## src/gpu_pkg.sv

```systemverilog
// Shared types and constants for the AXI-Lite drawing engine
// Every RTL module takes what it needs from here by wildcard import
package gpu_pkg;

    // ====================
    // Plain vector types
    typedef logic [31:0] axi_data_t;   // Bus and register word
    typedef logic [5:0]  reg_index_t;  // Word index, address bits 7:2
    typedef logic [15:0] coord_t;      // One x or y coordinate
    typedef logic [7:0]  color_t;      // Pixel value
    typedef logic [7:0]  cmd_code_t;   // Command byte

    // Command sequencer states
    typedef enum logic [2:0] {
        ST_IDLE,
        ST_CLEAR,
        ST_RECT,
        ST_LINE,
        ST_PIXEL,
        ST_FINISH
    } cmd_state_t;

    // ====================
    // Command codes
    localparam cmd_code_t CMD_NOP        = 8'h00;
    localparam cmd_code_t CMD_CLEAR      = 8'h01;
    localparam cmd_code_t CMD_FILL_RECT  = 8'h02;
    localparam cmd_code_t CMD_DRAW_LINE  = 8'h03;
    localparam cmd_code_t CMD_DRAW_PIXEL = 8'h04;

    // Register map, byte address is index times 4
    localparam reg_index_t REG_ID      = 6'h00;
    localparam reg_index_t REG_STATUS  = 6'h01;
    localparam reg_index_t REG_CMD     = 6'h03;
    localparam reg_index_t REG_ARG0    = 6'h04;  // Start point, y in high half
    localparam reg_index_t REG_ARG1    = 6'h05;  // End point
    localparam reg_index_t REG_COLOR   = 6'h08;
    localparam reg_index_t REG_FB_READ = 6'h10;  // Linear pixel index to read
    localparam reg_index_t REG_FB_DATA = 6'h11;

    localparam axi_data_t GPU_ID        = 32'hABCD1234;
    localparam axi_data_t UNMAPPED_DATA = 32'hDEADBEEF;

endpackage

```

## src/raster_counter.sv

```systemverilog
`timescale 1ns/1ps
// Two-dimensional scan counter for clear and rectangle fill
// Loaded with inclusive limits, walks x fastest and holds at the last point
module raster_counter
    import gpu_pkg::*;
#(
    parameter int FB_WIDTH = 320
) (
    input  logic   S_AXI_ACLK,
    input  logic   load,
    input  logic   step,
    input  coord_t x_lo,
    input  coord_t y_lo,
    input  coord_t x_hi,
    input  coord_t y_hi,
    output coord_t x,
    output coord_t y,
    output logic   last
);

    localparam coord_t X_MAX = coord_t'(FB_WIDTH - 1);

    coord_t x_first;  // Row start to wrap back to
    coord_t x_stop;
    coord_t y_stop;
    logic   row_end;

    assign row_end = (x >= x_stop);
    assign last    = row_end && (y >= y_stop);

    always_ff @(posedge S_AXI_ACLK) begin
        if (load) begin
            x       <= x_lo;
            y       <= y_lo;
            x_first <= x_lo;
            x_stop  <= (x_hi > X_MAX) ? X_MAX : x_hi;  // No cycles spent off the right edge
            y_stop  <= y_hi;
        end else if (step && !last) begin
            if (row_end) begin
                x <= x_first;
                y <= y + 16'd1;
            end else begin
                x <= x + 16'd1;
            end
        end
    end

endmodule

```

## config.mk

```make
export PLATFORM = sky130hd
export DESIGN_NAME = raster_counter
export DESIGN_NICKNAME = d
export VERILOG_FILES = /design/src/gpu_pkg.sv /design/src/raster_counter.sv
export SDC_FILE = /design/constraint.sdc
export NUM_CORES = 1
export LEC_CHECK = 0
export BUFFER_PORTS_ARGS = -buffer_cell sky130_fd_sc_hd__buf_4
export CAP_MARGIN = 5
export CORE_MARGIN = 3
export CORE_UTILIZATION = 54
export DETAILED_ROUTE_END_ITERATION = 8
export HOLD_SLACK_MARGIN = 0.05
export MAX_ROUTING_LAYER = met4
export PLACE_DENSITY = 0.92
export SLEW_MARGIN = 20
export SYNTH_ARGS = -nofsm -noshare
export SYNTH_HDL_FRONTEND = slang
export SYNTH_SLANG_ARGS = --single-unit
```

## constraint.sdc

```tcl
create_clock -name S_AXI_ACLK -period 3.4 [get_ports S_AXI_ACLK]
set_input_delay 0.51 -clock S_AXI_ACLK [delete_from_list [all_inputs] [get_ports S_AXI_ACLK]]
set_output_delay 0.51 -clock S_AXI_ACLK [all_outputs]
set_load 0.02 [all_outputs]
```

==> run_results.csv <==
group,metric,value,unit
clock_network,post_cts_buffers,0,
setup_path,critPathLaunchType,"register",
sta,hold_violations,0,
floorplan,num_io_pins,100,
clock_network,cts_max_level,3,
setup_path,critPathKind,"reg -> out",
place,placed_cell_area,0.00516,mm^2
route,postRouteAntennaNets,0,
sta,setup-violations-final,0,
logic_synthesis,yosysSeqAreaShare,56.0,%
logic_synthesis,syn_area,0.00429,mm^2
floorplan,dieWidth,95.1,um
logic_synthesis,ys_top_cells_by_count,"80 x edfxtp_1, 42 x nand2_1, 36 x inv_1, 34 x ha_1, 25 x o21ai_0",
pwr,ir_worst_vdd,334,uV
cells_and_area,postLayoutCellArea,0.00541,mm^2
floorplan,die_y,95.1,um
hold_path,hp-class,"in -> reg",
floorplan,core_area,0.00749,mm^2
pwr,powerDensity,532,mW/mm^2
clock_network,cts.hold.buffers_added,0,
logic_synthesis,yosysTopAreaCell,"edfxtp_1",
logic_synthesis,synth_cell_types,35,
route,dr.pass1.iters,5,
clock_network,clock_sinks,80,
route,wl_per_cell,16.5,um
floorplan,start_util,57.3,%
floorplan,dieArea,0.00904,mm^2
logic_synthesis,synth_ff_type,"edfxtp_1",
route,route.detailed.drc,0,
cells_and_area,syn_to_final_growth,26.1,%
grt,grt_util_all_layers,22.7,%
place,gp_congestion,0.903,
setup_path,critPathRequiredTime,2.89,ns
grt,grt_max_degree,79,
logic_synthesis,synthArstFlopShare,0,%
setup_path,crit_start,"x[2]",
setup_path,crit_arrival,2.65,ns
grt,overflow,0,
hold_path,min_path_cells,1,
place,dp_cells,568,
clock_network,insertion_delay,0.34,ns
cells_and_area,multi_input_area,0.00173,mm^2
hold_path,hp-start,"y_hi[10]",
grt,first_global_vias,3157,
place,port_buffers,99,
sta,slew_headroom,48.8,%
logic_synthesis,synth_edf_count,80,
sta,tns,0,ns
place,hpwl,7160,um
sta,finalCritPeriodShare,93.0,%
flow_run,cap_violations,0,
cells_and_area,nets,581,
logic_synthesis,yosys_warnings,0,
logic_synthesis,yosysMostFrequentCell,"edfxtp_1",
cells_and_area,finalNonFillerCells,584,
clock_network,ctsResizeCount,0,
clock_network,clk_pin_slew,0.08,ns
route,routed_via_density,5.44,
cells_and_area,drive_above_1_share,26.8,%
sta,tightestPinTransition,0.768,ns
sta,rsz0062_at_grt,"false",
setup_path,critPathCaptureType,"output port",
logic_synthesis,ys_seq_elements,80,
logic_synthesis,synth_cells,369,
pwr,finalPower,2.88,mW
setup_path,r2r-start,"x[2]",
logic_synthesis,synth_top_cell_area_share,56.0,%
setup_path,path_max_fanout,8,
setup_path,rr_worst_depth,8,
logic_synthesis,syn_avg_cell_area,11.6,um^2
sta,fin_worst_skew,0.00760,ns
route,drt_wl_total,9630,um
route,drt_iter0_drc,211,
pwr,total_leakage_power,2.37,nW
grt,antenna_found_initial,0,
cells_and_area,antennaDiodeCount,0,
clock_network,cts_root_buf,"clkbuf_8",
floorplan,row_count,31,
route,vias,3179,
clock_network,cts_made_buffers,9,
cells_and_area,n_fill_cell,518,
outcome,status,"finished clean",
cells_and_area,regArea,0.00240,mm^2
sta,post-route-min-period,3.16,ns
logic_synthesis,synthTopCellsByArea,"edfxtp_1 56%, ha_1 9.9%, nand2_1 3.7%",
sta,fmax,0.316,GHz
clock_network,cts_tree,"done",
clock_network,cts_buffer_depth,2,
grt,grt_pass1_wl,15100,um
sta,drv_slew,0,
[metrics by stage]
step / hold slack [ns] / setup slack [ns] / util, %
6_report: 0.337 / 0.237 / 72.2
5_1_grt: 0.324 / 0.128 / 72.2
4_1_cts: 0.326 / 0.240 / 72.2
3_5_place_dp: 0.580 / 0.463 / 68.9
3_3_place_gp: 0.570 / 0.683 / 68.9
2_1_floorplan: 0.561 / 0.0384 / -
[critical path, stage by stage, from the launching register on]
cell and delay (ns):
edfxtp_1 0.48, ha_1 0.36, a21o_1 0.19, a31oi_1 0.14
o21ai_1 0.16, a2111oi_4 0.66, a31oi_1 0.12, buf_4 0.20
[where the power goes]
part | internal [mW] | switching (mW) | total, mW
Sequential | 1.22 | 0.121 | 1.34
Clock | 0.489 | 0.351 | 0.840
Combinational | 0.326 | 0.365 | 0.692
Total | 2.04 | 0.837 | 2.88
[cell type report]
type	instances	area share, %
Timing Repair Buffer	103	14.3
Clock inverter	7	2.22
Sequential cell	80	44.4
Tap cell	99	2.29
Multi-Input combinational cell	250	31.9
Clock buffer	9	2.29
Inverter	36	2.50
[path summary, 6_finish.rpt]
kind / to / slack (ns)
max reg2reg: x[5] / 0.44
min: y_stop[10] / 0.34
max: last / 0.24
min reg2reg: x[7] / 0.62
[flip-flops by register name, indices dropped and copies added, names as in the netlist]
signal and cells:
x 16, x_first 16, x_stop 16, y 16, y_stop 16
[logic make-up (layout without fill, tap and decap cells)]
family | after synthesis | count (layout) | share of synthesized area (%)
xor gates and xnor gates | 28 | 28 | 5.72
DFF | 80 | 80 | 56.0
AOI/OAI and AO/OA | 59 | 59 | 7.97
and+or+nand+nor | 105 | 105 | 11.7
muxes | 17 | 17 | 4.06
adders and majority gates | 34 | 34 | 9.92
other | 1 | 7 | 0.0875
buffers and inverters | 45 | 155 | 4.49
[placed cells by master, fill, tap and decap left out, types with 6 or more instances in the layout]
cell type,n
a21o_1,6
a21oi_1,10
buf_4,103
clkbuf_8,9
conb_1,7
edfxtp_1,80
ha_1,34
inv_1,36
mux2i_1,14
nand2_1,42
nand3_1,18
nand4_1,9
nor2_1,14
o21ai_0,25
o21ai_1,9
or2_2,7
xnor2_1,16
xor2_1,12
[layer usage]
layer	global-route usage (%)	routed length [um]	part of all wire [%]
met1	27.3	3860	40
met2	38.2	4990	52
met3	4.26	603	6.3
met4	8.41	180	1.9
met5	-	0	0
Power figures use the tool's default switching activity.
