[config.mk]
export PLATFORM = sky130hd
export DESIGN_NAME = line_stepper
export DESIGN_NICKNAME = d
export VERILOG_FILES = /design/src/gpu_pkg.sv /design/src/line_stepper.sv
export SDC_FILE = /design/constraint.sdc
export NUM_CORES = 1
export LEC_CHECK = 0
export BUFFER_PORTS_ARGS = -buffer_cell sky130_fd_sc_hd__buf_2
export CORE_ASPECT_RATIO = 1.75
export CORE_MARGIN = 10
export CORE_UTILIZATION = 60
export CTS_CLUSTER_SIZE = 30
export DETAILED_ROUTE_END_ITERATION = 8
export PLACE_DENSITY = 0.85
export SLEW_MARGIN = 30
export SYNTH_ARGS = -nofsm -noshare
export SYNTH_HDL_FRONTEND = slang
export SYNTH_SLANG_ARGS = --single-unit
[constraint.sdc]
create_clock -name S_AXI_ACLK -period 9.18 [get_ports S_AXI_ACLK]
set_clock_uncertainty 0.15 [all_clocks]
set_input_delay 0.459 -clock S_AXI_ACLK [delete_from_list [all_inputs] [get_ports S_AXI_ACLK]]
set_output_delay 0.459 -clock S_AXI_ACLK [all_outputs]
set_load 0.02 [all_outputs]
[src/gpu_pkg.sv]
// Shared types and constants for the AXI-Lite drawing engine
// Every RTL module takes what it needs from here by wildcard import
package gpu_pkg;

    // ====================
    // Plain vector types
    typedef logic [31:0] axi_data_t;   // Bus and register word
    typedef logic [5:0]  reg_index_t;  // Word index, address bits 7:2
    typedef logic [15:0] coord_t;      // One x or y coordinate
    typedef logic [7:0]  color_t;      // Pixel value
    typedef logic [7:0]  cmd_code_t;   // Command byte

    // Command sequencer states
    typedef enum logic [2:0] {
        ST_IDLE,
        ST_CLEAR,
        ST_RECT,
        ST_LINE,
        ST_PIXEL,
        ST_FINISH
    } cmd_state_t;

    // ====================
    // Command codes
    localparam cmd_code_t CMD_NOP        = 8'h00;
    localparam cmd_code_t CMD_CLEAR      = 8'h01;
    localparam cmd_code_t CMD_FILL_RECT  = 8'h02;
    localparam cmd_code_t CMD_DRAW_LINE  = 8'h03;
    localparam cmd_code_t CMD_DRAW_PIXEL = 8'h04;

    // Register map, byte address is index times 4
    localparam reg_index_t REG_ID      = 6'h00;
    localparam reg_index_t REG_STATUS  = 6'h01;
    localparam reg_index_t REG_CMD     = 6'h03;
    localparam reg_index_t REG_ARG0    = 6'h04;  // Start point, y in high half
    localparam reg_index_t REG_ARG1    = 6'h05;  // End point
    localparam reg_index_t REG_COLOR   = 6'h08;
    localparam reg_index_t REG_FB_READ = 6'h10;  // Linear pixel index to read
    localparam reg_index_t REG_FB_DATA = 6'h11;

    localparam axi_data_t GPU_ID        = 32'hABCD1234;
    localparam axi_data_t UNMAPPED_DATA = 32'hDEADBEEF;

endpackage

[src/line_stepper.sv]
`timescale 1ns/1ps
// Line position register for the draw-line command
// Each step moves both axes one unit toward the end, so lines go diagonal then straight
module line_stepper
    import gpu_pkg::*;
(
    input  logic   S_AXI_ACLK,
    input  logic   load,
    input  logic   step,
    input  coord_t x_start,
    input  coord_t y_start,
    input  coord_t x_end,
    input  coord_t y_end,
    output coord_t x,
    output coord_t y,
    output logic   at_end
);

    coord_t x_goal;
    coord_t y_goal;

    assign at_end = (x == x_goal) && (y == y_goal);

    always_ff @(posedge S_AXI_ACLK) begin
        if (load) begin
            x      <= x_start;
            y      <= y_start;
            x_goal <= x_end;
            y_goal <= y_end;
        end else if (step) begin
            // Axis already on target stays put
            if (x < x_goal) x <= x + 16'd1;
            else if (x > x_goal) x <= x - 16'd1;

            if (y < y_goal) y <= y + 16'd1;
            else if (y > y_goal) y <= y - 16'd1;
        end
    end

endmodule

==> results of run 1 <==
[cells by family after synthesis]
kind of cell / count (synthesis) / share of synthesized area [%]
xor+xnor: 20 / 4.19
fa+ha+maj: 62 / 17.4
mux: 3 / 0.717
buf+inv: 51 / 4.25
flops: 64 / 42.4
compound gates: 135 / 20.7
simple gates: 95 / 10.3
[registers in the layout, indices dropped and copies added, names as in the netlist]
signal	cells
x	16
y	16
x_goal	16
y_goal	16
[worst max-delay path, stage by stage, from the launching register on]
cell,delay [ns]
edfxtp_1,0.48
ha_1,0.35
nand4_1,0.28
or3_1,0.46
a21oi_1,0.20
or3_1,0.57
ha_1,0.38
a211oi_1,0.41
o2111a_1,0.32
nor3_1,0.09
o211ai_1,0.22
mux2i_1,0.21
o211a_1,0.17
[cells in the mapped netlist, types with 7 or more instances]
cell      instances  share of area [%]
edfxtp_1         64                 42
ha_1             60                 17
inv_1            43                3.6
nand2_1          38                3.1
a21oi_1          28                3.1
o21ai_1          22                2.4
a21o_1           19                3.1
o21ai_0          14                1.5
xnor2_1          12                2.3
nor2_1           11               0.91
a211oi_1          8                1.3
nand3_1           8               0.88
nand4_1           8                1.1
clkbuf_1          7               0.58
xor2_1            7                1.4
[final cells by class]
type / instances / area, µm²
fill: 527 / 1900
multi-input combinational: 315 / 2420
inverter: 43 / 161
sequential: 64 / 1920
clock buffer: 9 / 225
tap: 86 / 108
timing repair buffer: 99 / 502
clock inverter: 7 / 46.3
[power by group through the flow]
stage          combinational [mW]  clock (mW)  sequential [mW]
4_1_cts                      1.64       0.320            0.552
5_1_grt                      1.82       0.334            0.560
2_1_floorplan                1.18           0            0.603
3_3_place_gp                 1.55           0            0.551
3_5_place_dp                 1.61           0            0.557
6_report                     1.65       0.314            0.555
[worst paths after layout]
kind / depth (start not counted) / end
max reg2reg: 12 / y[13]
min: 1 / y_goal[13]
max: 12 / y[13]
min reg2reg: 1 / x[0]
[layer usage]
layer / up-vias / wire, µm / global-route usage [%]
li1: 1832 / - / -
met1: 1793 / 4240 / 20.2
met2: 162 / 6690 / 39.2
met3: 35 / 865 / 6.63
met4: 0 / 458 / 11.2
met5: - / 0 / 0
[stage by stage]
stage	setup slack [ns]	hold slack, ns	total power, mW	instance area [µm²]
6_report	4.78	0.146	2.52	5380
4_1_cts	4.83	0.134	2.51	5380
3_5_place_dp	4.88	0.487	2.17	5110
5_1_grt	4.51	0.134	2.72	5380
2_1_floorplan	5.27	0.408	1.78	4530
3_3_place_gp	4.96	0.486	2.10	5110
==> out/metrics.yaml, run 1 <==
p_sw_mw: 1.18
io_pins: 100
dp.cells: 607
ys_ff_latch: 64
clockBufferDepth: 2
hp-class: "input pin to flop"
hold_viol: 0
layout.nets: 661
holdCritStartpoint: "y_end[13]"
post_cts_buffers: 0
cts_tree: "built"
synth_area_um2: 4530
diodes: 0
first_iter_violations: 229
final.min_clock_period_ns: 4.40
outcome: "finished, final reports clean"
startpoint: "y[15]"
io_buffers: 99
worstSetupPathType: "flop to flop"
pwr-share-clk_pct: 12.5
r2r_start: "y[15]"
reg2reg_slack_ns: 4.78
fp.dieW_um: 85.7
ant_nets: 0
htreeDepth: 3
vdd.ir_drop.worst_uv: 359
tightest_slew_ns: 0.739
final_cell_mix: "98 x buf_2, 64 x edfxtp_1, 60 x ha_1"
wl_per_cell_um: 19.7
synth_ff_type: "edfxtp_1"
layout-drive-gt1-share_pct: 23.1
vias: 3822
fin_setup_tns_ns: 0
synth_edf_count: 64
viasPerCell: 6.13
required_ns: 9.24
relSlewSlack_pct: 50.8
final_core_util_pct: 73.9
num_rows: 41
p_seq_share_pct: 22.0
synth_nets: 559
yosys_warnings: 0
path_max_fanout: 16
p_sw_share_pct: 46.9
final_common_cell: "buf_2"
remaining_drc_errors: 0
seq_area_frac_synth_pct: 42.4
synth_cells: 430
grt_setup_unrepaired: "no"
globalRouteOverflowTotal: 0
drv_slew: 0
fin_crit_sh_pct: 47.9
stdcell_count: 623
grt_max_degree: 99
die_y_um: 135
power_frac_comb_pct: 65.6
arrival_ns: 4.46
grt_pass1_wl_mm: 19.4
ys_types: 59
endpoint_kind: "flop"
routabilityCongestion: 0.877
postSynth.asyncResetShare_pct: 0
clock_latency_ns: 0.34
grt_pass1_vias: 4009
powerDensity_nw_per_um2: 468
cts_made_buffers: 9
avgSynthCellArea_um2: 10.5
clk_pin_slew_ns: 0.06
worstSetupStartpointType: "flop"
grt_usage_pct: 21.3
dr.pass1.iters: 5
die_area_um2: 11600
holdBufCountCts: 0
final-setup-viol-count: 0
wl_mm: 12.3
coreArea_um2: 7280
cts_root_buffer: "clkbuf_16"
internal_power_mw: 1.34
initial_core_util_pct: 62.2
area_growth_pct: 18.7
max_freq_mhz: 227
place_hpwl_mm: 9.37
cts_resized: 0
numClockSinks: 64
maxCapViolations: 0
leakagePower_nw: 2.51
grt_antenna_before_repair: 0
Power figures use the tool's default switching activity.
==> run 2: changes to the inputs <==
Settings changed: CORE_UTILIZATION 60 to 55, PLACE_DENSITY 0.85 to 0.79.
Clock period 9.18 ns to 4.5 ns, I/O delays scaled along.
==> run 2 against run 1 <==
Hold slack lost 0.13 ns; largest cell class unchanged; highest routed layer unchanged; combinational power grew 100%; final cell count grew 6.6%; critical path depth is the same; critical path type unchanged.
==> out/metrics.yaml, run 2 (same netlist as run 1, synthesis figures left out) <==
outcome: "finished, final reports clean"
p_seq_share_pct: 21.2  # -0.8 points
grt_setup_unrepaired: "no"
io_pins: 100  # unchanged
holdCritStartpoint: "x_start[9]"
fin_crit_sh_pct: 93.0  # +45 points
gr-usage-met3_pct: 5.69  # -0.94 points
clock_latency_ns: 0.34  # about the same
area_growth_pct: 27.8
required_ns: 4.45  # -4.79 ns
die_area_um2: 12400  # +7.3%
grt_antenna_before_repair: 1  # +1
p_sw_share_pct: 45.3  # -1.6 points
critPathTopFamily: "compound AO/OA/AOI/OAI gates"
pwr-share-clk_pct: 14.7  # +2.2 points
p_sw_mw: 2.39  # +100%
num_rows: 43  # +4.9%
endpoint_kind: "flop"
dp.cells: 614  # +1.2%
dr.pass1.iters: 4  # -1
hold_path_depth: 3  # +2
cts_made_buffers: 9  # unchanged
max_stage_delay_ns: 0.55  # -0.02 ns
htreeDepth: 3  # unchanged
grt_pass1_vias: 4240  # +5.8%
tightest_slew_ns: 0.722  # -0.0164 ns
whs_ns: 0.0140  # -0.132 ns
vdd.ir_drop.worst_uv: 723  # +100%
relSlewSlack_pct: 51.9  # +1.1 points
grt_usage_pct: 20.4  # -0.92 points
internal_power_mw: 2.89  # +120%
met2_usage_pct: 37.1  # -2.1 points
cts_tree: "built"
maxCapViolations: 0  # unchanged
place_hpwl_mm: 9.29  # -0.91%
routabilityCongestion: 0.897  # +2.3%
coreArea_um2: 7960  # +9.3%
worstRegToRegCells: 12  # unchanged
cp_common_cell: "ha_1"
hp-class: "input pin to flop"
busiest_layer: "met2"
r2r_end: "x[13]"
final-setup-viol-count: 0  # unchanged
grt_max_degree: 55  # -44%
layout.nets: 696  # +5.3%
worstSetupPathType: "flop to flop"
clk_pin_slew_ns: 0.06  # about the same
gr-usage-met1_pct: 19.2  # -0.93 points
max_freq_mhz: 239  # +5.1%
fp.dieW_um: 88.6  # +3.4%
crit_chain: "ha_1 -> nand4_1 -> nor2_1 -> a221oi_1 -> or3b_4 -> ha_1 -> o21a_1 -> a2111oi_4 -> o21ba_4 -> o21ai_2 -> a2111o_1 -> and3_1"
numClockSinks: 64  # unchanged
post_cts_buffers: 0  # unchanged
viasPerCell: 5.79  # -5.6%
reg2reg_slack_ns: 0.31  # -4.47 ns
grt_pass1_wl_mm: 19.7  # +1.7%
clockBufferDepth: 2  # unchanged
path_buf_inv: 0  # unchanged
final_common_cell: "buf_2"
io_buffers: 99  # unchanged
stdcell_count: 664  # +6.6%
cts_root_buffer: "clkbuf_16"
power_frac_comb_pct: 64.1  # -1.5 points
remaining_drc_errors: 0  # unchanged
fin_setup_tns_ns: 0  # unchanged
globalRouteOverflowTotal: 0  # unchanged
wl_per_cell_um: 18.4  # -6.3%
leakagePower_nw: 2.68  # +7.1%
final.min_clock_period_ns: 4.19  # -0.212 ns
r2r_start: "x[9]"
first_iter_violations: 178  # -22%
powerDensity_nw_per_um2: 910  # +94%
hold_viol: 0  # unchanged
arrival_ns: 4.14  # -0.32 ns
wl_mm: 12.2  # -0.11%
slowest_stage: "or3b_4"
worstSetupStartpointType: "flop"
final_core_util_pct: 72.8  # -1.1 points
layout-drive-gt1-share_pct: 22.7  # -0.36 points
final_cell_mix: "98 x buf_2, 64 x edfxtp_1, 60 x ha_1"
die_y_um: 140  # +3.8%
vias: 3845  # +0.60%
path_max_fanout: 17  # +1
whs_endpoint: "x[9]"
drv_slew: 0  # unchanged
initial_core_util_pct: 56.9  # -5.3 points
ant_nets: 0  # unchanged
run 2: cell count changes in the layout (fill, tap and decap cells not counted), sizes merged:
cell | previous run | this run
bufinv | 0 | 2
buf | 99 | 102
clkinvlp | 1 | 0
diode | 0 | 2
dlygate4sd3 | 0 | 32
clkinv | 4 | 3
run 2: tightest hold or removal path, cell delays in order:
cell and delay (ns):
buf_2 0.07, nand2_1 0.05, o31ai_1 0.05
run 2: repair_timing:
item | 4_1_cts | 5_1_grt
setup endpoints to repair | 0 | 8
gates resized for setup | 0 | 1
hold buffers | 32 | 0
hold endpoints to repair | 32 | 0
run 2: worst max path at each step:
stage | cells after the start | endpoint | from | slack (ns)
after detailed placement | 12 | y[13] | y[15] | 0.19
after global placement | 12 | y[9] | y[15] | 0.31
after global routing | 12 | y[13] | y[15] | 0.16
final | 12 | x[13] | x[9] | 0.31
after CTS | 12 | y[13] | y[15] | 0.11
after floorplan | 12 | x[13] | x[14] | 0.59
run 2: layer usage:
metal  wire [µm]  part of all wire [%]  up-vias
met1        4330                    35     1798
met5           0                     0        -
met4         515                   4.2        0
met2        6700                    55      112
met3         691                   5.6       34
li1            -                     -     1901
run 2: per-stage QoR:
stage	total power [mW]	setup slack, ns	cell area, µm²
3_3_place_gp	4.31	0.307	5140
4_1_cts	5.27	0.108	5780
3_5_place_dp	4.42	0.195	5140
2_1_floorplan	3.64	0.585	4530
6_report	5.27	0.314	5790
5_1_grt	5.69	0.156	5790
run 2: area by class of cell:
cell class | count | area, µm²
multi-input combinational | 315 | 2420
fill | 569 | 2170
sequential | 64 | 1920
timing repair buffer | 134 | 841
clock buffer | 9 | 225
inverter | 43 | 161
tap | 90 | 113
clock inverter | 7 | 103
antenna | 2 | 5.00
run 2: power by group through the flow:
stage / clock, mW / sequential, mW / combinational [mW]
2_1_floorplan: 0 / 1.23 / 2.40
3_3_place_gp: 0 / 1.13 / 3.18
3_5_place_dp: 0 / 1.13 / 3.29
4_1_cts: 0.788 / 1.12 / 3.36
5_1_grt: 0.804 / 1.14 / 3.75
6_report: 0.775 / 1.12 / 3.38
