`config.mk`:
```
export PLATFORM = sky130hd
export DESIGN_NAME = axi_lite_slave
export DESIGN_NICKNAME = d
export VERILOG_FILES = /design/src/gpu_pkg.sv /design/src/axi_lite_slave.sv
export SDC_FILE = /design/constraint.sdc
export NUM_CORES = 1
export LEC_CHECK = 0
export BUFFER_PORTS_ARGS = -buffer_cell sky130_fd_sc_hd__buf_2
export CAP_MARGIN = 40
export CORE_ASPECT_RATIO = 0.7
export CORE_UTILIZATION = 29
export DETAILED_ROUTE_END_ITERATION = 10
export PLACE_DENSITY = 0.63
export RECOVER_POWER = 25
export SYNTH_ARGS = -nofsm -noshare
export SYNTH_HDL_FRONTEND = slang
export SYNTH_SLANG_ARGS = --single-unit
```
`constraint.sdc`:
```
create_clock -name S_AXI_ACLK -period 2.3 [get_ports S_AXI_ACLK]
set_input_delay 0.46 -clock S_AXI_ACLK [delete_from_list [all_inputs] [get_ports S_AXI_ACLK]]
set_output_delay 0.46 -clock S_AXI_ACLK [all_outputs]
set_load 0.03 [all_outputs]
```
`src/gpu_pkg.sv`:
```
// Shared types and constants for the AXI-Lite drawing engine
// Every RTL module takes what it needs from here by wildcard import
package gpu_pkg;

    // ====================
    // Plain vector types
    typedef logic [31:0] axi_data_t;   // Bus and register word
    typedef logic [5:0]  reg_index_t;  // Word index, address bits 7:2
    typedef logic [15:0] coord_t;      // One x or y coordinate
    typedef logic [7:0]  color_t;      // Pixel value
    typedef logic [7:0]  cmd_code_t;   // Command byte

    // Command sequencer states
    typedef enum logic [2:0] {
        ST_IDLE,
        ST_CLEAR,
        ST_RECT,
        ST_LINE,
        ST_PIXEL,
        ST_FINISH
    } cmd_state_t;

    // ====================
    // Command codes
    localparam cmd_code_t CMD_NOP        = 8'h00;
    localparam cmd_code_t CMD_CLEAR      = 8'h01;
    localparam cmd_code_t CMD_FILL_RECT  = 8'h02;
    localparam cmd_code_t CMD_DRAW_LINE  = 8'h03;
    localparam cmd_code_t CMD_DRAW_PIXEL = 8'h04;

    // Register map, byte address is index times 4
    localparam reg_index_t REG_ID      = 6'h00;
    localparam reg_index_t REG_STATUS  = 6'h01;
    localparam reg_index_t REG_CMD     = 6'h03;
    localparam reg_index_t REG_ARG0    = 6'h04;  // Start point, y in high half
    localparam reg_index_t REG_ARG1    = 6'h05;  // End point
    localparam reg_index_t REG_COLOR   = 6'h08;
    localparam reg_index_t REG_FB_READ = 6'h10;  // Linear pixel index to read
    localparam reg_index_t REG_FB_DATA = 6'h11;

    localparam axi_data_t GPU_ID        = 32'hABCD1234;
    localparam axi_data_t UNMAPPED_DATA = 32'hDEADBEEF;

endpackage

```
`src/axi_lite_slave.sv`:
```
`timescale 1ns/1ps
// AXI4-Lite slave front end of the drawing engine
// Turns bus writes into one-cycle register strobes and serves one read at a time
module axi_lite_slave
    import gpu_pkg::*;
(
    input  logic        S_AXI_ACLK,
    input  logic        S_AXI_ARESETN,
    input  logic [31:0] S_AXI_AWADDR,
    input  logic        S_AXI_AWVALID,
    output logic        S_AXI_AWREADY,
    input  logic [31:0] S_AXI_WDATA,
    input  logic [3:0]  S_AXI_WSTRB,
    input  logic        S_AXI_WVALID,
    output logic        S_AXI_WREADY,
    output logic [1:0]  S_AXI_BRESP,
    output logic        S_AXI_BVALID,
    input  logic        S_AXI_BREADY,
    input  logic [31:0] S_AXI_ARADDR,
    input  logic        S_AXI_ARVALID,
    output logic        S_AXI_ARREADY,
    output logic [31:0] S_AXI_RDATA,
    output logic [1:0]  S_AXI_RRESP,
    output logic        S_AXI_RVALID,
    input  logic        S_AXI_RREADY,
    output logic        wr_strobe,
    output reg_index_t  wr_index,
    output axi_data_t   wr_data,
    output reg_index_t  rd_index,
    input  axi_data_t   rd_data
);

    logic       aw_done;
    logic       w_done;
    logic [3:0] w_strb;
    logic       write_fire;

    // ==================== Write side
    // Address and data are taken independently, each held until B completes
    always_ff @(posedge S_AXI_ACLK) begin
        if (!S_AXI_ARESETN) begin
            S_AXI_AWREADY <= 1'b0;
            S_AXI_WREADY  <= 1'b0;
            S_AXI_BVALID  <= 1'b0;
            aw_done       <= 1'b0;
            w_done        <= 1'b0;
        end else begin
            S_AXI_AWREADY <= !aw_done && !S_AXI_AWREADY && S_AXI_AWVALID;
            S_AXI_WREADY  <= !w_done && !S_AXI_WREADY && S_AXI_WVALID;

            if (S_AXI_BVALID && S_AXI_BREADY) begin
                aw_done      <= 1'b0;  // Response done, open for the next write
                w_done       <= 1'b0;
                S_AXI_BVALID <= 1'b0;
            end else begin
                if (S_AXI_AWVALID && S_AXI_AWREADY) aw_done <= 1'b1;
                if (S_AXI_WVALID && S_AXI_WREADY)   w_done <= 1'b1;
                if (write_fire) S_AXI_BVALID <= 1'b1;
            end
        end
    end

    // Payload capture
    always_ff @(posedge S_AXI_ACLK) begin
        if (S_AXI_AWVALID && S_AXI_AWREADY) wr_index <= S_AXI_AWADDR[7:2];
        if (S_AXI_WVALID && S_AXI_WREADY) begin
            wr_data <= S_AXI_WDATA;
            w_strb  <= S_AXI_WSTRB;
        end
    end

    assign write_fire = aw_done && w_done && !S_AXI_BVALID;
    assign wr_strobe  = write_fire && (w_strb != 4'b0000);  // No lanes, no effect
    assign S_AXI_BRESP = 2'b00;

    // ==================== Read side
    // Index is latched as ARREADY goes up, so data is ready in the ARREADY cycle
    always_ff @(posedge S_AXI_ACLK) begin
        if (!S_AXI_ARESETN) begin
            S_AXI_ARREADY <= 1'b0;
            S_AXI_RVALID  <= 1'b0;
        end else begin
            S_AXI_ARREADY <= !S_AXI_ARREADY && S_AXI_ARVALID && !S_AXI_RVALID;
            if (S_AXI_ARREADY && S_AXI_ARVALID) begin
                S_AXI_RVALID <= 1'b1;
            end else if (S_AXI_RREADY) begin
                S_AXI_RVALID <= 1'b0;
            end
        end
    end

    always_ff @(posedge S_AXI_ACLK) begin
        if (!S_AXI_ARREADY && S_AXI_ARVALID && !S_AXI_RVALID) rd_index <= S_AXI_ARADDR[7:2];
        if (S_AXI_ARREADY && S_AXI_ARVALID) S_AXI_RDATA <= rd_data;
    end

    assign S_AXI_RRESP = 2'b00;  // Always OKAY

endmodule

```
==> results.toml, run 1 <==
[status]
outcome = "complete, no violations"

[timing]
setup_viol = 0
hold_violations = 0
final.min_clock_period_ps = 1730
fin_crit_sh = 0.753
skew_ps = 3.85
final-max-slew-violation-count = 0
rsz0062_at_grt = "false"
finalSetupTns_ps = 0
max_freq_mhz = 577

[setup_path]
end_kind = "primary output"
slowest_delay_ps = 370
crit_slowest_cell = "edfxtp_1"
crit_type = "reg2out"
crit_chain = "nor4_1, nor3_1, buf_2"
cp_data_required_time_ps = 1840
cp_max_fo = 1
arrival_ps = 1270
worstSetupStartpointType = "flop"

[routing]
wl_per_cell_um = 12.6
drt_iter0_markers = 67
wl_um = 5350
firstDrtPassIters = 4
vias_per_cell = 3.94
drc_errors = 0
postRouteAntennaNets = 0
routed-via-count = 1670

[placement]
place.gp.congestion = 0.741
io_buffers = 168
place_hpwl_um = 4030

[pwr]
p_leak_nw = 1.67
p_per_area_nw_per_um2 = 839
total_power_w = 0.00334
vdd_drop_max_mv = 0.398

[finish]
syn_to_final_growth_pct = 47.2
fill_cells = 836
multi_input_area_um2 = 146
final-seq-area_um2 = 2540
layout.nets = 434
num_antenna_cells = 0
drive_gt1_frac = 0.630

[synth]
synth_seq_cells = 87
yosysWarnings = 0
ys_seq_area_frac = 0.939
synth_cell_types = 17
synthCells = 114
synth_area_um2 = 2710
avgSynthCellArea_um2 = 23.7

[clocking]
htreeDepth = 3
cts.sinks = 87
cts-hold-fix-buffers = 0
clk_pin_slew_ps = 60
root_buffer = "clkbuf_16"
clk_path_buf_depth = 2
post-cts-setup-buffers = 0
cts_resized = 0
cts_buffers = 9
cts_tree = "built"
clkLatencyLatePin_ps = 330

[die]
rows = 29
die_area_um2 = 9730
die_w_um = 117
start_util = 0.298
ios = 225
die_h_um = 82.8
core_um2 = 9070

[grt]
grt.overflow.total = 0
antenna_found_initial = 0
grt_pass1_wl_um = 8070
grt_max_degree = 37
grt.total_usage = 0.113
grt_pass1_vias = 1678

[flow_run]
cap_violations = 0

[hold_path]
worstHoldPathType = "in2reg"
## logic make-up after synthesis
kind of cell    Yosys count  synth area share
flops                    87             0.939
buf+inv                   4            0.0111
other cells               1           0.00139
compound gates            5            0.0120
simple gates             17            0.0361
## sequential cells by signal, indices dropped and copies added, names as in the netlist, 4 cells and up
name,count
S_AXI_RDATA,32
wr_data,32
rd_index,6
wr_index,6
w_strb,4
## stage by stage
step	util	setup slack, ps	area (µm²)	std cells	hold slack (ps)
floorplan	-	431	2720	117	420
global placement	0.409	852	3710	408	441
detailed placement	0.409	837	3710	408	437
CTS	0.439	543	3980	424	284
global route	0.439	470	3980	424	276
finish	0.439	568	3980	424	300
## cell usage in the layout (no fill, tap or decap), types with 2 or more instances in the layout
| cell | instances |
|---|---|
| buf_2 | 168 |
| edfxtp_1 | 80 |
| clkbuf_16 | 9 |
| dfxtp_1 | 7 |
| conb_1 | 4 |
| and2_1 | 3 |
| nand2_1 | 3 |
| nor3_1 | 3 |
| clkinv_4 | 3 |
| buf_4 | 3 |
| a21oi_1 | 2 |
| nor2_2 | 2 |
| clkinvlp_4 | 2 |
## cell type report
type	instances	share of cell area
sequential	87	0.638
timing repair buffer	171	0.217
clock buffer	9	0.0566
tap	124	0.0390
multi-input combinational	26	0.0368
clock inverter	7	0.0126
## where the power goes
group | switching, W | internal [W]
clock | 0.000567 | 0.000730
sequential | 0.0000132 | 0.00179
combinational | 0.000159 | 0.0000881
## cells in the mapped netlist
cell type / count / area share
a21bo_1: 1 / 0.0037
a21oi_1: 2 / 0.0037
and2_1: 4 / 0.0092
buf_4: 4 / 0.011
conb_1: 1 / 0.0014
dfxtp_1: 7 / 0.052
edfxtp_1: 80 / 0.89
nand2_1: 3 / 0.0042
nand2b_1: 1 / 0.0023
nand3b_1: 1 / 0.0028
nor2_2: 2 / 0.0046
nor2b_1: 1 / 0.0023
nor3_1: 3 / 0.0055
nor3b_1: 1 / 0.0028
nor4_1: 1 / 0.0023
o21a_1: 1 / 0.0028
o21ai_0: 1 / 0.0018
## final timing paths
check / end / slack, ps / cells past startpoint / startpoint
worst min-delay path: S_AXI_RDATA[1]$_DFFE_PP_ / 300 / 1 / rd_data[1]
worst min register to register: S_AXI_WREADY$_SDFF_PN0_ / 450 / 1 / S_AXI_WREADY$_SDFF_PN0_
worst max-delay path: wr_strobe / 570 / 3 / w_strb[1]$_DFFE_PP_
worst max register to register: S_AXI_RDATA[8]$_DFFE_PP_ / 1060 / 2 / S_AXI_ARREADY$_SDFF_PN0_
## metal layers
metal  global-route usage  up-vias  wire length, µm
li1                     -      794                -
met2                0.169      101             2430
met5                    0        -                0
met3               0.0577        9              482
met4               0.0559        0               99
met1                0.136      766             2330
## critical path, delay by kind of cell (launching register included)
kind	cells	cell delay, ps
buffers and inverters	1	180
and+or+nand+nor	2	390
DFF	1	370
Note: power is estimated with default switching activity, not from simulation.
==> run 2: changes to the inputs <==
- PLACE_DENSITY: 0.63 -> 0.66
- clock period: 2.3 -> 1.4 ns (I/O delays scaled with it)
==> run 2 against run 1 <==
The run now ends with setup timing left. Largest cell class unchanged. Die area unchanged. Global-route usage rose by 0.26 points. Sequential cell count unchanged. Largest power group unchanged. Total power up 69%.
==> results.toml, run 2 (synthesis gave the netlist of run 1 again) <==
[setup_path]
crit_type = "reg2out"
rr_startpoint = "S_AXI_ARREADY$_SDFF_PN0_"
reg2reg_depth = 1
worstSetupStartpointType = "flop"
endpoint = "wr_strobe"
arrival_ps = 1250
slowest_delay_ps = 380
end_kind = "primary output"
rrSetupSlack_ps = 240
crit_slowest_cell = "edfxtp_1"
reg2reg_to = "S_AXI_RDATA[0]$_DFFE_PP_"
crit_chain = "nor4_2, nor3_2, buf_4"
cp_data_required_time_ps = 1120
cp_max_fo = 1
startpoint = "w_strb[2]$_DFFE_PP_"

[timing]
whs_ps = 124
final.min_clock_period_ps = 1530
max_freq_mhz = 652
skew_ps = 8.09
fin_crit_sh = 1.10
final-max-slew-violation-count = 0
hold_violations = 0
fin_ws_ps = -133
setup_viol = 1
rsz0062_at_grt = "true"

[placement]
dpl_cell_area_um2 = 3740
place.gp.congestion = 0.721
place_hpwl_um = 4120
preCtsSetupSlack_ps = 177
io_buffers = 168

[finish]
syn_to_final_growth_pct = 49.1
final_cell_mix = "buf_2 (167), edfxtp_1 (80), clkbuf_16 (9), dfxtp_1 (7)"
final_util = 0.445
final_common_cell = "buf_2"
drive_gt1_frac = 0.638
layout.nets = 435
final_cell_area_um2 = 4030
reg.largest.list = "S_AXI_RDATA: 32 flops, wr_data: 32 flops"
num_antenna_cells = 0

[flow_run]
cap_violations = 0

[status]
violations = "setup timing"
outcome = "complete, but fails checks"

[die]
ios = 225
core_um2 = 9070
rows = 29
die_w_um = 117
die_area_um2 = 9730
die_h_um = 82.8
start_util = 0.298

[pwr]
intPower_w = 0.00445
p_sw_frac = 0.211
p_leak_nw = 1.69
power_frac_seq = 0.524
p_comb_frac = 0.074
vdd_drop_max_mv = 0.869
switchingPower_w = 0.00119
p_per_area_nw_per_um2 = 1400
power_frac_clock = 0.402

[routing]
postRouteAntennaNets = 0
wl_per_cell_um = 12.9
firstDrtPassIters = 5
drc_errors = 0
wl_um = 5470
vias_per_cell = 4.01
routed-via-count = 1704
drt_iter0_markers = 62

[clocking]
post-cts-setup-buffers = 0
root_buffer = "clkbuf_16"
cts_buffers = 9
cts.sinks = 87
clk_pin_slew_ps = 60
clkLatencyLatePin_ps = 330
cts_tree = "built"
clk_path_buf_depth = 2
htreeDepth = 3

[hold_path]
worstHoldPathType = "in2reg"
hold_depth = 1

[grt]
grt.total_usage = 0.116
grt_pass1_wl_um = 8370
grt.overflow.total = 0
grt_pass1_vias = 1762
grt_max_degree = 34
antenna_found_initial = 0
run 2: worst min path at each step:
stage / from / end / slack, ps
finish: S_AXI_WDATA[11] / wr_data[11]$_DFFE_PP_ / 120
detailed placement: w_done$_SDFFE_PP0P_ / S_AXI_WREADY$_SDFF_PN0_ / 440
floorplan: rd_data[0] / S_AXI_RDATA[0]$_DFFE_PP_ / 380
global route: S_AXI_WDATA[19] / wr_data[19]$_DFFE_PP_ / 100
CTS: rd_data[3] / S_AXI_RDATA[3]$_DFFE_PP_ / 100
global placement: S_AXI_AWREADY$_SDFF_PN0_ / S_AXI_AWREADY$_SDFF_PN0_ / 440
run 2: timing repair:
action	4_1_cts	5_1_grt
hold buffers	0	0
resized for setup	2	0
pin swaps	0	1
cloned	0	0
endpoints found under the setup margin	1	1
run 2: metal layers:
metal / track usage / part of all wire / up-vias / wire [µm]
li1: - / - / 796 / -
met1: 0.133 / 0.42 / 800 / 2290
met2: 0.179 / 0.47 / 104 / 2560
met3: 0.0666 / 0.11 / 4 / 585
met4: 0.0455 / 0.0053 / 0 / 29
met5: 0 / 0 / - / 0
run 2: area by class of cell:
type	instances	area (µm²)
timing repair buffer	172	886
sequential	87	2540
fill	826	5040
multi-input combinational	26	161
tap	124	155
clock inverter	7	63.8
clock buffer	9	225
run 2: worst max-delay path: cells and delay by family, from the launching register on:
family	cells	cell delay (ps)
buffers and inverters	1	170
DFF	1	380
and+or+nand+nor	2	380
run 2: stage by stage:
stage                     setup TNS (ps)  cells  total power [W]
after detailed placement               0    409          0.00343
after global placement                 0    409          0.00342
after floorplan                        0    117          0.00323
final                               -133    425          0.00564
after global routing                -222    425          0.00584
after CTS                           -154    425          0.00573
run 2: power groups by stage:
stage               Combinational, W  Clock, W  Sequential [W]
finish                      0.000416   0.00227         0.00296
global route                0.000444   0.00243         0.00296
CTS                         0.000422   0.00235         0.00296
detailed placement          0.000422         0         0.00301
global placement            0.000411         0         0.00301
floorplan                  0.0000687         0         0.00316
