File: src/gpu_pkg.sv
// Shared types and constants for the AXI-Lite drawing engine
// Every RTL module takes what it needs from here by wildcard import
package gpu_pkg;

    // ====================
    // Plain vector types
    typedef logic [31:0] axi_data_t;   // Bus and register word
    typedef logic [5:0]  reg_index_t;  // Word index, address bits 7:2
    typedef logic [15:0] coord_t;      // One x or y coordinate
    typedef logic [7:0]  color_t;      // Pixel value
    typedef logic [7:0]  cmd_code_t;   // Command byte

    // Command sequencer states
    typedef enum logic [2:0] {
        ST_IDLE,
        ST_CLEAR,
        ST_RECT,
        ST_LINE,
        ST_PIXEL,
        ST_FINISH
    } cmd_state_t;

    // ====================
    // Command codes
    localparam cmd_code_t CMD_NOP        = 8'h00;
    localparam cmd_code_t CMD_CLEAR      = 8'h01;
    localparam cmd_code_t CMD_FILL_RECT  = 8'h02;
    localparam cmd_code_t CMD_DRAW_LINE  = 8'h03;
    localparam cmd_code_t CMD_DRAW_PIXEL = 8'h04;

    // Register map, byte address is index times 4
    localparam reg_index_t REG_ID      = 6'h00;
    localparam reg_index_t REG_STATUS  = 6'h01;
    localparam reg_index_t REG_CMD     = 6'h03;
    localparam reg_index_t REG_ARG0    = 6'h04;  // Start point, y in high half
    localparam reg_index_t REG_ARG1    = 6'h05;  // End point
    localparam reg_index_t REG_COLOR   = 6'h08;
    localparam reg_index_t REG_FB_READ = 6'h10;  // Linear pixel index to read
    localparam reg_index_t REG_FB_DATA = 6'h11;

    localparam axi_data_t GPU_ID        = 32'hABCD1234;
    localparam axi_data_t UNMAPPED_DATA = 32'hDEADBEEF;

endpackage

File: src/gpu_regs.sv
`timescale 1ns/1ps
// Register file of the drawing engine
// Takes write strobes from the bus slave, muxes read data and raises the start strobe
module gpu_regs
    import gpu_pkg::*;
(
    input  logic       S_AXI_ACLK,
    input  logic       S_AXI_ARESETN,
    input  logic       wr_strobe,
    input  reg_index_t wr_index,
    input  axi_data_t  wr_data,
    input  reg_index_t rd_index,
    output axi_data_t  rd_data,
    output logic       start,
    output cmd_code_t  cmd,
    output coord_t     x0,
    output coord_t     y0,
    output coord_t     x1,
    output coord_t     y1,
    output color_t     color,
    output axi_data_t  fb_rd_addr,
    input  logic       busy,
    input  logic       done,
    input  color_t     fb_pixel
);

    axi_data_t arg0;
    axi_data_t arg1;

    // ==================== Write decode
    always_ff @(posedge S_AXI_ACLK) begin
        if (!S_AXI_ARESETN) begin
            start      <= 1'b0;
            cmd        <= CMD_NOP;
            arg0       <= '0;
            arg1       <= '0;
            color      <= 8'hFF;
            fb_rd_addr <= '0;
        end else begin
            // One-cycle pulse, NOP never starts anything
            start <= wr_strobe && (wr_index == REG_CMD) && (wr_data[7:0] != CMD_NOP);
            if (wr_strobe) begin
                case (wr_index)
                    REG_CMD:     cmd <= wr_data[7:0];
                    REG_ARG0:    arg0 <= wr_data;
                    REG_ARG1:    arg1 <= wr_data;
                    REG_COLOR:   color <= wr_data[7:0];
                    REG_FB_READ: fb_rd_addr <= wr_data;
                    default:     ;  // Read-only or unmapped
                endcase
            end
        end
    end

    // Points packed as y:x
    assign x0 = arg0[15:0];
    assign y0 = arg0[31:16];
    assign x1 = arg1[15:0];
    assign y1 = arg1[31:16];

    // ==================== Read mux
    always_comb begin
        case (rd_index)
            REG_ID:      rd_data = GPU_ID;
            REG_STATUS:  rd_data = {30'b0, done, busy};
            REG_CMD:     rd_data = {24'b0, cmd};
            REG_ARG0:    rd_data = arg0;
            REG_ARG1:    rd_data = arg1;
            REG_COLOR:   rd_data = {24'b0, color};
            REG_FB_READ: rd_data = fb_rd_addr;
            REG_FB_DATA: rd_data = {24'b0, fb_pixel};
            default:     rd_data = UNMAPPED_DATA;
        endcase
    end

endmodule

File: config.mk
export PLATFORM = sky130hd
export DESIGN_NAME = gpu_regs
export DESIGN_NICKNAME = d
export VERILOG_FILES = /design/src/gpu_pkg.sv /design/src/gpu_regs.sv
export SDC_FILE = /design/constraint.sdc
export NUM_CORES = 1
export LEC_CHECK = 0
export ABC_AREA = 1
export BUFFER_PORTS_ARGS = -buffer_cell sky130_fd_sc_hd__buf_2
export CORE_UTILIZATION = 49
export DETAILED_ROUTE_END_ITERATION = 8
export PLACE_DENSITY_LB_ADDON = 0.3
export SLEW_MARGIN = 20
export SYNTH_ARGS = -nofsm -noshare
export SYNTH_HDL_FRONTEND = slang
export SYNTH_SLANG_ARGS = --single-unit
File: constraint.sdc
create_clock -name S_AXI_ACLK -period 1.15 [get_ports S_AXI_ACLK]
set_input_delay 0.0575 -clock S_AXI_ACLK [delete_from_list [all_inputs] [get_ports S_AXI_ACLK]]
set_output_delay 0.0575 -clock S_AXI_ACLK [all_outputs]
set_load 0.05 [all_outputs]
==> results.md, run 1 <==
* Run status: did not finish
* Stage reached: global routing
* Tool error: [ERROR DPL-0038] Utilization greater than 100%, impossible to legalize
* Most numerous cell in the Yosys netlist: nor2_1
* Sequential area share after synthesis at 43.3%
* Worst-case clock buffer depth at 2
* Post-DP HPWL at 12.5 mm
* Number of placement rows at 37
* H-tree depth at 4
* Adder-cell share of the synthesized area at 0%
* Total standard cell area after synthesis at 5220 um2
* Syn nets at 831
* Cell type with the highest aggregate area in the netlist: dfxtp_1
* Compound-gate portion of the synthesized area at 12.1%
* Effective utilization at floorplan at 50.6%
* Xor and xnor fraction of the mapped netlist area at 0%
* Number of standard cells after synthesis at 774
* Cell types occupying the most area after synthesis: dfxtp_1 43%, nor2_1 16%, o21ai_0 10%
* Die Height at 105 um
* Kind of pin the worst path terminates on: primary output
* Prevailing post-synth register cell: dfxtp_1
* Number of storage elements in the synthesis netlist at 113
* Simple-gate share of the synthesized area at 38.0%
* Count of pins on the block boundary at 202
* Port Buffers at 201
* Top-area cell type share of the netlist area at 43.3%
* Mean instance size in the synthesized netlist at 6.74 um2
* Top cells by count, synth: 218 x nor2_1, 122 x nand2_1, 113 x dfxtp_1
* Maximum number of pins on one net before global-route repair at 63
* Asr flop ratio synth at 0%
* Synthesis warning total at 0
* Number of distinct library cells after synthesis at 25
* CTS Buf Count at 17
* Worst-slack endpoint at the end of global-route timing repair: rd_data[2]
* Combinational family with the most area after synthesis: simple AND/OR/NAND/NOR gates
* Horizontal extent of the die at 105 um
* Clock net sink count at 113
* Routability congestion estimate from global placement at 0.961
* Multiplexer fraction of the synthesized cell area at 0%
* Cell at the root of the clock tree: clkbuf_8
* Number of flops mapped to enable cells by yosys at 0
[per-stage QoR]
stage / std cells / utilization [%] / setup TNS, ns / area [um2] / worst slack [ns]
after floorplan: 774 / - / -1.26 / 5400 / -0.113
after detailed placement: 1122 / 67.2 / -11.91 / 6940 / -0.286
after global placement: 1122 / 67.2 / -11.00 / 6940 / -0.240
after CTS: 1239 / 94.8 / -7.93 / 9790 / -0.322
[what timing repair did]
action | 4_1_cts
pin swaps | 55
gates resized for setup | 449
buffers inserted | 44
endpoints found under the setup margin | 144
hold endpoints to repair | 113
hold buffers | 33
cloned | 9
[kinds of logic after synthesis]
family | count (synthesis)
and+or+nand+nor | 457
buffers and inverters | 78
AOI/OAI and AO/OA | 126
DFF | 113
==> inputs of run 2 (changes only) <==
Settings changed: CORE_UTILIZATION 49 to 40, PLACE_DENSITY_LB_ADDON 0.3 to 0.15.
==> run 2 against run 1 <==
Against the previous run:
- the flow now finishes, with violations (negative setup slack)
- synthesized cell count unchanged
- area after synthesis unchanged
==> results.md, run 2 <==
* Synthesis warning total at 0 (unchanged)
* CP Data Required Time at 1.09 ns
* Cell type with the highest aggregate area in the netlist: dfxtp_1
* Top-area cell type share of the netlist area at 43.3% (unchanged)
* Path class of the lowest-slack min-delay path: input pin to flop
* Asr flop ratio synth at 0% (unchanged)
* Clock latency on the worst-skew pair at 0.41 ns
* Run status: finished, violations left
* Final Cycle Share at 119%
* Overflow left after global routing at 0
* Antenna-violating nets left at 0
* Worst hold slack at 0.0351 ns
* First-pass GRT wire length at 31.0 mm
* Clock tree skew after final layout at 0 ns
* Commonest cells after routing, fill and taps aside: 202 x nor2_1, 115 x buf_2, 104 x o21ai_0
* Hold Fails Final Rpt at 0
* Max Fanout on Critical Path at 5
* Floorplan Core Area at 12700 um2
* Leakage power of the design at 4.25 nW
* Setup repair after global routing missed its margin: yes
* Failing checks: negative setup slack
* Routed wire length at 21.0 mm
* Total standard cell area after synthesis at 5220 um2 (unchanged)
* Number of storage elements in the synthesis netlist at 113 (unchanged)
* Cell types occupying the most area after synthesis: dfxtp_1 43%, nor2_1 16%, o21ai_0 10%
* Net switching power figure at 2.53 mW
* Count of TritonRoute iterations in the first routing pass at 5
* GRT Overall Usage at 30.6%
* Clk pin slew, worst setup/hold paths at 0.05 ns
* Effective utilization at floorplan at 41.2% (-9.4 points)
* Most common cell after layout, fill and taps aside: nor2_1
* Number of distinct library cells after synthesis at 25 (unchanged)
* Design internal power at 7.51 mW
* Post-DP HPWL at 12.8 mm (+2.3%)
* Type of element launching the critical path: input pin
* Prevailing post-synth register cell: dfxtp_1
* Port Buffers at 201 (unchanged)
* Initial antenna violation count at 0
* Die Height at 116 um (+10%)
* Placed cells at 1156 (+3.0%)
* Horizontal extent of the die at 116 um (+10%)
* Vias per inst at 5.15
* Finished Core Util at 70.3%
* Critical setup path kind: input pin to output pin
* Per-cell routed wire length at 16.8 um
* Share of cells above drive strength 1 at 40.2%
* Tightest slew margin relative to the limit at 79.4%
* Switching Fraction at 25.2%
* Final non-filler cell total at 1250
* Syn nets at 831 (unchanged)
* Post-route setup slack at -0.218 ns
* Count of pins on the block boundary at 202 (unchanged)
* Setup total negative slack at -5.82 ns
* Max rail drop VDD at 0.000788 V
* Final setup violation count at 33
* Sequential area share after synthesis at 43.3% (unchanged)
* Clock net sink count at 113 (unchanged)
* Cell at the root of the clock tree: clkbuf_16
* Most numerous cell in the Yosys netlist: nor2_1
* Transition time of the tightest slew-check pin at 0.309 ns
* Clock share of power at 46.9%
* Worst setup slack after placement at -0.278 ns (+0.00858 ns)
* Data arrival time of the critical path at 1.31 ns
* Power density cells at 1130 nW/um2
* Max-cap violations at 0
* Number of standard cells after synthesis at 774 (unchanged)
* Number of flops mapped to enable cells by yosys at 0 (unchanged)
* Final period demand of the worst path at 1.37 ns
* CTS Buf Count at 17 (unchanged)
* Number of max-slew violations in the final report at 0
* Routability congestion estimate from global placement at 0.954 (-0.73%)
* Category of the worst setup path capture point: output pin
* Area growth syn-to-layout at 70.7%
* Iteration-0 DRC count of the detailed router at 567
* Final #Nets at 1125
* Gate power share at 13.5%
* Maximum achievable frequency at 731 MHz
* Vias after detailed routing at 6433
* Number of placement rows at 41 (+11%)
* Maximum number of pins on one net before global-route repair at 86
* Number of remaining DRC errors at 0
* Mean instance size in the synthesized netlist at 6.74 um2 (unchanged)
* Antenna Diode Count at 0
* Total die area at 13500 um2
* CTS tree: yes
* H-tree depth at 4 (unchanged)
* Registers with the highest flip-flop counts: arg0 x32, arg1 x32, fb_rd_addr x32
* Worst-case clock buffer depth at 2 (unchanged)
* Number of global-route vias before repair at 5889
* Top cells by count, synth: 218 x nor2_1, 122 x nand2_1, 113 x dfxtp_1
* Share of total power in sequential cells at 39.6%
run 2: cell counts after synthesis:
Identical to the previous run, type by type.
run 2: cell type report:
type / count / area (um2)
clock buffers: 22 / 464
well taps: 172 / 215
inverters: 33 / 136
fillers: 1025 / 3760
multi-input cells: 583 / 2950
repair buffers: 320 / 2780
clock inverters: 7 / 62.6
flip-flops and latches: 113 / 2300
run 2: cell families after synthesis:
group	share of synthesized area (%)
AOI/OAI and AO/OA	12.1
buffers and inverters	6.57
and+or+nand+nor	38.0
DFF	43.3
run 2: final timing paths:
| kind | start | end | slack [ns] | cells after the start |
|---|---|---|---|---|
| min | wr_index[0] | start$_SDFF_PN0_ | 0.04 | 5 |
| max reg2reg | cmd[4]$_SDFFE_PN0P_ | cmd[4]$_SDFFE_PN0P_ | 0.34 | 3 |
| max | rd_index[5] | rd_data[28] | -0.22 | 10 |
| min reg2reg | color[6]$_SDFFE_PN1P_ | color[6]$_SDFFE_PN1P_ | 0.48 | 2 |
run 2: stage by stage:
stage	area, um2	total power [mW]
3_5_place_dp	6950	5.07
3_3_place_gp	6950	5.07
6_report	8910	10.0
5_1_grt	8910	10.4
2_1_floorplan	5400	4.67
4_1_cts	8630	10.0
run 2: power by group through the flow:
stage	sequential [mW]	clock (mW)	combinational, mW
floorplan	4.15	0	0.525
global placement	4.05	0	1.01
detailed placement	4.05	0	1.02
CTS	3.97	4.76	1.28
global route	3.97	4.99	1.44
finish	3.98	4.71	1.36
run 2: repair_timing:
action	4_1_cts	5_1_grt
hold buffers	32	0
setup buffers	22	4
resized for setup	165	72
pin swaps	50	13
cloned	6	3
endpoints found under the setup margin	41	58
endpoints found under the hold margin	94	0
run 2: critical path: stages:
cell	delay [ns]
buf_2	0.13
nor2_4	0.16
buf_6	0.14
nand3_1	0.07
nand2_1	0.08
nor2_2	0.05
nand2_4	0.17
buf_12	0.16
nand3b_1	0.11
buf_6	0.17
run 2: metal layers:
| metal | share of wire [%] | GRT usage, % |
|---|---|---|
| met1 | 43 | 39.9 |
| met2 | 48 | 49.3 |
| met3 | 6.2 | 6.54 |
| met4 | 2.0 | 11.9 |
| met5 | 0 | 0 |
No activity file was read; power rests on OpenSTA's default activity.
==> inputs of run 3 (changes only) <==
Settings changed: CORE_UTILIZATION 40 to 49.
==> run 3 against run 2 <==
Against the previous run:
- the flow now stops in global routing
- area after synthesis unchanged
- synthesized cell count stayed put
==> results.md, run 3 <==
* Run status: did not finish
* Stage reached: global routing
* Tool error: [ERROR DPL-0038] Utilization greater than 100%, impossible to legalize
* Top cells by count, synth: 218 x nor2_1, 122 x nand2_1, 113 x dfxtp_1
* Number of flops mapped to enable cells by yosys at 0 (unchanged)
* Number of placement rows at 37 (-9.8%)
* Most numerous cell in the Yosys netlist: nor2_1
* Die Height at 105 um (-9.5%)
* Worst setup slack after placement at -0.261 ns (+0.0172 ns)
* Prevailing post-synth register cell: dfxtp_1
* Count of pins on the block boundary at 202 (unchanged)
* Routability congestion estimate from global placement at 0.944 (-1.0%)
* Top-area cell type share of the netlist area at 43.3% (unchanged)
* H-tree depth at 4 (unchanged)
* Number of standard cells after synthesis at 774 (unchanged)
* Cell types occupying the most area after synthesis: dfxtp_1 43%, nor2_1 16%, o21ai_0 10%
* Port Buffers at 201 (unchanged)
* Cell type with the highest aggregate area in the netlist: dfxtp_1
* Clock net sink count at 113 (unchanged)
* Syn nets at 831 (unchanged)
* Mean instance size in the synthesized netlist at 6.74 um2 (unchanged)
* Cell at the root of the clock tree: clkbuf_8
* Maximum number of pins on one net before global-route repair at 60
* Worst-slack endpoint at the end of global-route timing repair: rd_data[7]
* CTS Buf Count at 17 (unchanged)
* Synthesis warning total at 0 (unchanged)
* Sequential area share after synthesis at 43.3% (unchanged)
* Post-DP HPWL at 12.5 mm (-2.1%)
* Total standard cell area after synthesis at 5220 um2 (unchanged)
* Asr flop ratio synth at 0% (unchanged)
* Number of storage elements in the synthesis netlist at 113 (unchanged)
* Worst-case clock buffer depth at 2 (unchanged)
* Kind of pin the worst path terminates on: primary output
* Effective utilization at floorplan at 50.6% (+9.4 points)
* Number of distinct library cells after synthesis at 25 (unchanged)
* Horizontal extent of the die at 105 um (-9.5%)
-- run 3: cell families after synthesis --
family          Yosys count  synth area share (%)
compound gates          126                  12.1
buf+inv                  78                  6.57
flops                   113                  43.3
simple gates            457                  38.0
-- run 3: stage by stage --
step / instance area, um2 / util (%) / cells
2_1_floorplan: 5400 / - / 774
3_3_place_gp: 6910 / 66.9 / 1121
3_5_place_dp: 6910 / 66.9 / 1121
4_1_cts: 9670 / 93.6 / 1242
-- run 3: repair_timing --
item | in CTS
gates cloned | 3
hold endpoints to repair | 112
setup endpoints to repair | 144
gates resized for setup | 466
hold buffers | 33
setup buffers | 53
pin swaps | 61
